`config.mk`:
```
export PLATFORM = sky130hd
export DESIGN_NAME = lcd16x2_top
export DESIGN_NICKNAME = d
export VERILOG_FILES = /design/src/design/lcd_timing_pkg.sv /design/src/design/lcd_cmd_pkg.sv /design/src/design/lcd_delay_timer.sv /design/src/design/lcd_bus_cycle.sv /design/src/design/lcd_init_seq.sv /design/src/design/lcd_host_ctrl.sv /design/src/design/lcd16x2_top.sv
export SDC_FILE = /design/constraint.sdc
export NUM_CORES = 1
export LEC_CHECK = 0
export BUFFER_PORTS_ARGS = -buffer_cell sky130_fd_sc_hd__buf_2
export CAP_MARGIN = 20
export CORE_MARGIN = 2
export CORE_UTILIZATION = 35
export DETAILED_ROUTE_END_ITERATION = 10
export GPL_TIMING_DRIVEN = 0
export RECOVER_POWER = 100
export SLEW_MARGIN = 40
export SYNTH_ARGS = -nofsm -noshare
export SYNTH_HDL_FRONTEND = slang
export SYNTH_SLANG_ARGS = --single-unit
```
`constraint.sdc`:
```
create_clock -name clk_i -period 8.7 [get_ports clk_i]
set_input_delay 2.175 -clock clk_i [delete_from_list [all_inputs] [get_ports clk_i]]
set_output_delay 2.175 -clock clk_i [all_outputs]
set_load 0.05 [all_outputs]
```
`src/design/lcd_timing_pkg.sv`:
```
package lcd_timing_pkg;

  ////////////////////////////////////////
  // Clock and delay lengths
  ////////////////////////////////////////

  localparam int unsigned CLK_FREQ_HZ = 1_000_000;

  // Nanoseconds to clock cycles, rounded up, never below one cycle
  function automatic int unsigned ns_to_cyc(input longint unsigned ns);
    longint unsigned cyc;
    cyc = (ns * CLK_FREQ_HZ + 64'd999_999_999) / 64'd1_000_000_000;
    return (cyc == 0) ? 32'd1 : 32'(cyc);
  endfunction

  localparam int unsigned T_40NS_CYC  = ns_to_cyc(40);
  localparam int unsigned T_250NS_CYC = ns_to_cyc(250);
  localparam int unsigned T_42US_CYC  = ns_to_cyc(42_000);
  localparam int unsigned T_60US_CYC  = ns_to_cyc(60_000);
  localparam int unsigned T_100US_CYC = ns_to_cyc(100_000);
  localparam int unsigned T_5MS_CYC   = ns_to_cyc(5_000_000);
  localparam int unsigned T_100MS_CYC = ns_to_cyc(100_000_000);

  typedef logic [16:0] delay_cnt_t;  // Wide enough for the 100 ms wait

  // Settle time after a bus write
  typedef enum logic [2:0] {
    DLY_42US,
    DLY_84US,
    DLY_60US,
    DLY_100US,
    DLY_5MS,
    DLY_100MS
  } lcd_delay_e;

endpackage

```
`src/design/lcd_cmd_pkg.sv`:
```
package lcd_cmd_pkg;

  ////////////////////////////////////////
  // HD44780 command bytes
  ////////////////////////////////////////

  localparam logic [7:0] CMD_FUNC_WAKE = 8'h30;  // Function set, wake-up form
  localparam logic [7:0] CMD_SETUP     = 8'h38;  // 8-bit bus, 2 lines, 5x7 font
  localparam logic [7:0] CMD_DISP_OFF  = 8'h08;
  localparam logic [7:0] CMD_CLEAR     = 8'h01;
  localparam logic [7:0] CMD_ENTRY_N   = 8'h06;  // Cursor moves, display still
  localparam logic [7:0] CMD_DISP_ON   = 8'h0C;

  // Command steps of the power-on list, the leading wait excluded
  localparam int unsigned INIT_STEPS = 8;

  ////////////////////////////////////////
  // Host side
  ////////////////////////////////////////

  typedef enum logic [1:0] {
    OP_IDLE        = 2'd0,
    OP_WRITE_CHAR  = 2'd1,
    OP_REINIT      = 2'd2,
    OP_WRITE_INSTR = 2'd3
  } lcd_op_e;

  typedef struct packed {
    lcd_op_e    op;
    logic [7:0] data;
  } lcd_host_req_t;

  ////////////////////////////////////////
  // Transfers and pins
  ////////////////////////////////////////

  // One write on the LCD bus, or a plain wait when strobe is low
  typedef struct packed {
    logic                      strobe;
    logic                      rs;
    logic [7:0]                data;
    lcd_timing_pkg::lcd_delay_e post_dly;
  } lcd_xfer_t;

  typedef struct packed {
    logic       rs;
    logic       e;
    logic [7:0] data;
  } lcd_bus_t;

endpackage

```
`src/design/lcd_delay_timer.sv`:
```
`timescale 1ns/1ps

module lcd_delay_timer (
  input  logic                       clk_i,
  input  logic                       flag_rst,
  input  logic                       start_i,
  input  lcd_timing_pkg::delay_cnt_t cycles_i,
  output logic                       done_o
);

  import lcd_timing_pkg::*;

  delay_cnt_t cnt;
  logic       running;

  // Expiry is seen in the N-th cycle after the start pulse
  assign done_o = running && (cnt == '0);

  always_ff @(posedge clk_i) begin
    if (flag_rst) begin
      cnt     <= '0;
      running <= 1'b0;
    end else if (start_i) begin
      cnt     <= cycles_i - 1'b1;  // Reload wins over expiry
      running <= 1'b1;
    end else if (running) begin
      if (cnt == '0) begin
        running <= 1'b0;
      end else begin
        cnt <= cnt - 1'b1;
      end
    end
  end

  // A new delay may only be loaded once the previous one is over
  assert property (@(posedge clk_i) disable iff (flag_rst)
    start_i |-> (!running || done_o))
    else $error("delay timer restarted while a count was running");

  // Zero would never expire
  assert property (@(posedge clk_i) disable iff (flag_rst)
    start_i |-> (cycles_i != '0))
    else $error("delay timer loaded with zero cycles");

endmodule

```
`src/design/lcd_bus_cycle.sv`:
```
`timescale 1ns/1ps

module lcd_bus_cycle (
  input  logic                   clk_i,
  input  logic                   flag_rst,
  input  logic                   req_i,
  input  lcd_cmd_pkg::lcd_xfer_t xfer_i,
  output logic                   ack_o,
  output lcd_cmd_pkg::lcd_bus_t  lcd_o
);

  import lcd_timing_pkg::*;

  typedef enum logic [2:0] {
    PH_IDLE,
    PH_E_HI,    // E up, waiting before data
    PH_DATA,    // Data on the bus, waiting for E to drop
    PH_SETTLE,  // Post-write delay
    PH_ACK
  } phase_e;

  phase_e     phase;
  logic       tmr_start;
  logic       tmr_done;
  delay_cnt_t tmr_cycles;

  function automatic delay_cnt_t post_cycles(input lcd_delay_e dly);
    case (dly)
      DLY_42US:  return delay_cnt_t'(T_42US_CYC);
      DLY_84US:  return delay_cnt_t'(2 * T_42US_CYC);
      DLY_60US:  return delay_cnt_t'(T_60US_CYC);
      DLY_100US: return delay_cnt_t'(T_100US_CYC);
      DLY_5MS:   return delay_cnt_t'(T_5MS_CYC);
      default:   return delay_cnt_t'(T_100MS_CYC);
    endcase
  endfunction

  ////////////////////////////////////////
  // Timer loads per phase
  ////////////////////////////////////////

  always_comb begin
    tmr_start  = 1'b0;
    tmr_cycles = post_cycles(xfer_i.post_dly);
    case (phase)
      PH_IDLE: begin
        tmr_start = req_i;
        if (xfer_i.strobe) begin
          tmr_cycles = delay_cnt_t'(T_40NS_CYC);
        end
      end
      PH_E_HI: begin
        tmr_start  = tmr_done;
        tmr_cycles = delay_cnt_t'(T_250NS_CYC);
      end
      PH_DATA: tmr_start = tmr_done;  // Post delay follows E falling
      default: tmr_start = 1'b0;
    endcase
  end

  lcd_delay_timer u_timer (
    .clk_i    (clk_i),
    .flag_rst (flag_rst),
    .start_i  (tmr_start),
    .cycles_i (tmr_cycles),
    .done_o   (tmr_done)
  );

  ////////////////////////////////////////
  // Phase machine and pins
  ////////////////////////////////////////

  always_ff @(posedge clk_i) begin
    if (flag_rst) begin
      phase <= PH_IDLE;
      ack_o <= 1'b0;
      lcd_o <= '0;
    end else begin
      case (phase)
        PH_IDLE: begin
          if (req_i && xfer_i.strobe) begin
            lcd_o.e  <= 1'b1;
            lcd_o.rs <= xfer_i.rs;
            phase    <= PH_E_HI;
          end else if (req_i) begin
            phase <= PH_SETTLE;  // Wait-only transfer, E stays low
          end
        end
        PH_E_HI: begin
          if (tmr_done) begin
            lcd_o.data <= xfer_i.data;
            phase      <= PH_DATA;
          end
        end
        PH_DATA: begin
          if (tmr_done) begin
            lcd_o.e <= 1'b0;
            phase   <= PH_SETTLE;
          end
        end
        PH_SETTLE: begin
          if (tmr_done) begin
            ack_o <= 1'b1;
            phase <= PH_ACK;
          end
        end
        default: begin
          if (!req_i) begin
            ack_o <= 1'b0;
            phase <= PH_IDLE;
          end
        end
      endcase
    end
  end

  // Source must hold req until the write is acknowledged
  assert property (@(posedge clk_i) disable iff (flag_rst)
    (req_i && !ack_o) |=> req_i)
    else $error("bus req dropped before ack");

  assert property (@(posedge clk_i) disable iff (flag_rst)
    ack_o |-> !lcd_o.e)
    else $error("E still high at ack");

endmodule

```
`src/design/lcd_init_seq.sv`:
```
`timescale 1ns/1ps

module lcd_init_seq (
  input  logic                   clk_i,
  input  logic                   flag_rst,
  input  logic                   start_i,
  output logic                   busy_o,
  output logic                   req_o,
  input  logic                   ack_i,
  output lcd_cmd_pkg::lcd_xfer_t xfer_o
);

  import lcd_timing_pkg::*;
  import lcd_cmd_pkg::*;

  // Step 0 is the power-on wait and steps 1 to INIT_STEPS send commands
  logic [3:0] step;

  ////////////////////////////////////////
  // Power-on command list
  ////////////////////////////////////////

  function automatic lcd_xfer_t step_xfer(input logic [3:0] idx);
    lcd_xfer_t x;
    x.strobe = 1'b1;
    x.rs     = 1'b0;  // All init steps are instructions
    case (idx)
      4'd0: begin
        x.strobe   = 1'b0;
        x.data     = 8'h00;
        x.post_dly = DLY_100MS;
      end
      4'd1: begin
        x.data     = CMD_FUNC_WAKE;
        x.post_dly = DLY_5MS;
      end
      4'd2, 4'd3: begin
        x.data     = CMD_FUNC_WAKE;
        x.post_dly = DLY_100US;
      end
      4'd4: begin
        x.data     = CMD_SETUP;
        x.post_dly = DLY_100US;
      end
      4'd5: begin
        x.data     = CMD_DISP_OFF;
        x.post_dly = DLY_60US;
      end
      4'd6: begin
        x.data     = CMD_CLEAR;
        x.post_dly = DLY_5MS;
      end
      4'd7: begin
        x.data     = CMD_ENTRY_N;
        x.post_dly = DLY_60US;
      end
      default: begin
        x.data     = CMD_DISP_ON;
        x.post_dly = DLY_60US;
      end
    endcase
    return x;
  endfunction

  assign xfer_o = step_xfer(step);  // Stable while req_o is high

  ////////////////////////////////////////
  // Step walk
  ////////////////////////////////////////

  always_ff @(posedge clk_i) begin
    if (flag_rst) begin
      step   <= '0;
      busy_o <= 1'b1;  // Init runs on its own after reset
      req_o  <= 1'b0;
    end else if (start_i) begin
      step   <= '0;
      busy_o <= 1'b1;
    end else if (busy_o) begin
      if (req_o && ack_i) begin
        req_o <= 1'b0;
        step  <= step + 1'b1;
      end else if (!req_o && !ack_i) begin
        if (step > 4'(INIT_STEPS)) begin
          busy_o <= 1'b0;  // Display-on acknowledged and released
        end else begin
          req_o <= 1'b1;
        end
      end
    end
  end

endmodule

```
`src/design/lcd_host_ctrl.sv`:
```
`timescale 1ns/1ps

module lcd_host_ctrl (
  input  logic                       clk_i,
  input  logic                       flag_rst,
  input  lcd_cmd_pkg::lcd_host_req_t host_i,
  input  logic                       enb_i,
  output logic                       rdy_o,
  output logic                       init_start_o,
  input  logic                       init_busy_i,
  input  logic                       init_req_i,
  output logic                       init_ack_o,
  input  lcd_cmd_pkg::lcd_xfer_t     init_xfer_i,
  output logic                       bus_req_o,
  input  logic                       bus_ack_i,
  output lcd_cmd_pkg::lcd_xfer_t     bus_xfer_o
);

  import lcd_timing_pkg::*;
  import lcd_cmd_pkg::*;

  typedef enum logic [1:0] {
    HC_INIT,  // Init sequencer owns the bus
    HC_IDLE,
    HC_REQ,   // Host transfer in flight
    HC_REL    // Waiting for ack to drop
  } hc_state_e;

  hc_state_e state;
  lcd_xfer_t host_xfer;
  logic      accept;

  assign rdy_o        = (state == HC_IDLE);
  assign accept       = rdy_o && enb_i;
  assign init_start_o = accept && (host_i.op == OP_REINIT);

  ////////////////////////////////////////
  // Bus link routing
  ////////////////////////////////////////

  assign bus_req_o  = init_busy_i ? init_req_i : (state == HC_REQ);
  assign bus_xfer_o = init_busy_i ? init_xfer_i : host_xfer;
  assign init_ack_o = init_busy_i && bus_ack_i;

  // Host transfer payload
  always_ff @(posedge clk_i) begin
    if (accept && (host_i.op == OP_WRITE_CHAR)) begin
      host_xfer <= '{strobe: 1'b1, rs: 1'b1, data: host_i.data, post_dly: DLY_42US};
    end else if (accept && (host_i.op == OP_WRITE_INSTR)) begin
      host_xfer <= '{strobe: 1'b1, rs: 1'b0, data: host_i.data, post_dly: DLY_84US};
    end
  end

  always_ff @(posedge clk_i) begin
    if (flag_rst) begin
      state <= HC_INIT;
    end else begin
      case (state)
        HC_INIT: begin
          if (!init_busy_i) begin
            state <= HC_IDLE;
          end
        end
        HC_IDLE: begin
          if (accept) begin
            case (host_i.op)
              OP_WRITE_CHAR, OP_WRITE_INSTR: state <= HC_REQ;
              OP_REINIT:                     state <= HC_INIT;
              default:                       state <= HC_IDLE;  // OP_IDLE ignored
            endcase
          end
        end
        HC_REQ: begin
          if (bus_ack_i) begin
            state <= HC_REL;
          end
        end
        default: begin
          if (!bus_ack_i) begin
            state <= HC_IDLE;
          end
        end
      endcase
    end
  end

  // Re-init only from idle, never on top of a running sequence
  assert property (@(posedge clk_i) disable iff (flag_rst)
    init_start_o |-> !init_busy_i)
    else $error("init restarted while busy");

endmodule

```
`src/design/lcd16x2_top.sv`:
```
`timescale 1ns/1ps

module lcd16x2_top (
  input  logic                       clk_i,
  input  logic                       flag_rst,
  input  lcd_cmd_pkg::lcd_host_req_t host_i,
  input  logic                       enb_i,
  output logic                       rdy_o,
  output lcd_cmd_pkg::lcd_bus_t      lcd_o
);

  import lcd_cmd_pkg::*;

  logic      init_start;
  logic      init_busy;
  logic      init_req;
  logic      init_ack;
  lcd_xfer_t init_xfer;
  logic      bus_req;
  logic      bus_ack;
  lcd_xfer_t bus_xfer;

  lcd_host_ctrl u_host_ctrl (
    .clk_i        (clk_i),
    .flag_rst     (flag_rst),
    .host_i       (host_i),
    .enb_i        (enb_i),
    .rdy_o        (rdy_o),
    .init_start_o (init_start),
    .init_busy_i  (init_busy),
    .init_req_i   (init_req),
    .init_ack_o   (init_ack),
    .init_xfer_i  (init_xfer),
    .bus_req_o    (bus_req),
    .bus_ack_i    (bus_ack),
    .bus_xfer_o   (bus_xfer)
  );

  lcd_init_seq u_init_seq (
    .clk_i    (clk_i),
    .flag_rst (flag_rst),
    .start_i  (init_start),
    .busy_o   (init_busy),
    .req_o    (init_req),
    .ack_i    (init_ack),
    .xfer_o   (init_xfer)
  );

  lcd_bus_cycle u_bus_cycle (
    .clk_i    (clk_i),
    .flag_rst (flag_rst),
    .req_i    (bus_req),
    .xfer_i   (bus_xfer),
    .ack_o    (bus_ack),
    .lcd_o    (lcd_o)
  );

endmodule

```
==> results.yml <==
run_status:
  outcome: "finished, final reports clean"
clocking:
  insertion_delay_ns: 0.32
  cts.sinks: 50
  post_cts_buffers: 0
  cts-root-buf: "clkbuf_8"
  cts_tree: "yes"
  cts.repair.resized: 0
  h-tree-depth: 2
  cts_buffer_depth: 2
  cts-buffers-inserted: 5
  clk_pin_slew_worst_paths_ns: 0.10
  hold_buffers: 0
worst_setup_path:
  crit_chain: "inv_1 > ha_1 > mux2i_1 > or3_1 > clkbuf_1 > o21a_1 > clkbuf_1 > clkbuf_1 > clkbuf_1 > a21oi_1 > ha_1 > clkbuf_1 > xor2_1 > nor2_1 > a211oi_1"
  r2r_slack_ns: 4.57
  cp-start-kind: "flop"
  cp.arrival_ns: 4.36
  critical_path_required_ns: 8.93
  cpMostUsedCell: "clkbuf_1"
  slowest_stage: "clkbuf_1"
  cp-end-kind: "flop"
  cpPeakStageDelay_ns: 0.43
  rr_startpoint: "u_host_ctrl.state[0]"
  cp_max_fo: 10
  crit_type: "flop to flop"
  r2r_cells: 15
  worst-path-buf-inv: 6
  startpoint: "u_host_ctrl.state[0]"
  cp.depth: 15
  critPathTopFamily: "buffers and inverters"
  reg2reg_to: "u_bus_cycle.u_timer.cnt[2]"
synthesis:
  syn_avg_cell_area_um2: 8.41
  ys_ff_latch: 50
  syn_nets: 375
  ys_seq_area_share_pct: 36.5
  synthDistinctLibCells: 64
  syn_area_um2: 2960
  synth_cells: 352
  async_reset_ff_share_pct: 0
  ys_warn_count: 0
  synth_ff_type: "dfxtp_1"
  synth-edff-count: 8
timing:
  slew_headroom_pct: 52.2
  period_needed_ns: 4.13
  clock_skew_ns: 0.00928
  period_share_pct: 47.4
  report.final.slew_viol_count: 0
  final-hold-violation-count: 0
  grt_setup_unrepaired: "no"
  fmax_ghz: 0.242
  setup_tns_ns: 0
  setup-violations-final: 0
  tightest_slew_ns: 0.709
cells_and_area:
  layout.nets: 404
  stdcell_area_um2: 3270
  syn_to_final_growth_pct: 10.4
  mostFrequentLayoutCells: "42 x dfxtp_1, 38 x nor2_1, 30 x nand2_1"
  diodes: 0
  final_common_cell: "dfxtp_1"
  final_util_pct: 39.8
  fillers: 832
  layout-drive-gt1-share_pct: 8.38
floorplanning:
  num_rows: 33
  start_util_pct: 36.0
  io-pin-count: 24
  die_h_um: 96.0
  dieArea_um2: 9210
  fp.dieW_um: 96.0
  core_area_um2: 8220
worst_hold_path:
  holdPathEnd: "u_bus_cycle.lcd_o[7]"
  hp-class: "flop to flop"
  worst_hold_path.num_cells: 2
  min_from: "u_bus_cycle.lcd_o[7]"
power:
  p_per_area_nw_per_um2: 212
  leakagePower_nw: 1.20
  peakVddDrop_v: 0.0000641
routing:
  antenna_left: 0
  dr.pass1.iters: 4
  avgRoutedWirePerCell_um: 15.3
  vias_per_cell: 5.53
  wirelength_um: 7450
  drc: 0
  via_count: 2693
  drt_iter0_drc: 132
job:
  cap_violations: 0
global_route:
  grt_max_degree: 19
  antenna_found_initial: 0
  grt-ovfl-total: 0
  grt_usage_pct: 17.1
  grt_pass1_wl_um: 12200
  grt_pass1_vias: 2482
place:
  dpl-instance-area_um2: 3200
  port_buffers: 22
  place.gp.congestion: 0.839
  dp_hpwl_um: 5520
[logic make-up after synthesis]
group	share of synthesized area, %
and+or+nand+nor	27.0
AOI/OAI and AO/OA	22.1
DFF	36.5
buffers and inverters	4.10
xor gates and xnor gates	2.96
adders and majority gates	4.23
muxes	3.17
[cell type report]
type                            count  area [um2]  area share (%)
Multi-Input combinational cell    273        1750            53.7
Sequential cell                    50        1080            33.1
Tap cell                          105         131            4.02
Timing Repair Buffer               22        92.6            2.83
Buffer                             18        70.1            2.14
Clock buffer                        5        68.8            2.11
Inverter                           11        41.3            1.26
Clock inverter                      3        28.8           0.881
[registers in the layout, indices dropped and copies added, names as in the netlist, 2 cells and up]
signal                   count
u_bus_cycle.u_timer.cnt     17
u_bus_cycle.lcd_o           10
u_init_seq.step              4
u_bus_cycle.phase            3
u_host_ctrl.state            2
u_host_ctrl.host_xfer       10
[per-layer routing]
layer | routed length (um) | vias up | track usage (%)
li1 | - | 1365 | -
met1 | 3450 | 1253 | 22.3
met2 | 3560 | 63 | 28.9
met3 | 283 | 12 | 2.51
met4 | 155 | 0 | 5.60
met5 | 0 | - | 0
[through the flow]
step           hold WS (ns)  std cells  setup slack (ns)  power, W
2_1_floorplan         0.440        352              5.43  0.000487
3_3_place_gp          0.442        479              4.89  0.000543
3_5_place_dp          0.445        479              4.95  0.000546
4_1_cts               0.460        487              5.08  0.000699
5_1_grt               0.481        487              4.18  0.000739
6_report              0.456        487              4.57  0.000694
[cell usage after synthesis, drive strengths merged, types with 5 or more instances]
library cell	n	share of area, %
ha	10	4.2
a21oi	24	4.1
a211oi	8	2.2
clkbuf	12	1.5
or3	8	1.7
buf	6	1.2
nand4	5	1.1
nand3	15	2.5
mux2i	6	2.0
nand2	30	3.8
inv	11	1.4
dfxtp	42	28
a311oi	5	1.5
o21ai	14	2.5
nor2	38	4.8
o21a	5	1.3
and2	10	2.1
nor3	9	1.5
xor2	6	1.8
edfxtp	8	8.1
[how the worst max path moves through the flow]
stage / slack (ns) / to
2_1_floorplan: 5.43 / u_host_ctrl.state[1]
3_3_place_gp: 4.89 / u_bus_cycle.phase[0]
3_5_place_dp: 4.95 / u_bus_cycle.phase[0]
4_1_cts: 5.08 / u_bus_cycle.u_timer.cnt[2]
5_1_grt: 4.18 / u_bus_cycle.u_timer.cnt[2]
6_report: 4.57 / u_bus_cycle.u_timer.cnt[2]
[report_power, final]
group	switching [W]	total (W)	internal, W
clock	0.0000908	0.000151	0.0000604
sequential	0.0000270	0.000290	0.000263
combinational	0.000151	0.000253	0.000101
total	0.000269	0.000694	0.000425
[worst register-to-register path, stage by stage, from the launching register on]
cell	delay, ns
dfxtp_1	0.35
inv_1	0.07
ha_1	0.24
mux2i_1	0.37
or3_1	0.17
clkbuf_1	0.23
o21a_1	0.17
clkbuf_1	0.37
clkbuf_1	0.41
clkbuf_1	0.43
a21oi_1	0.14
ha_1	0.32
clkbuf_1	0.29
xor2_1	0.23
nor2_1	0.05
a211oi_1	0.21
Note: power is estimated with default switching activity, not from simulation.
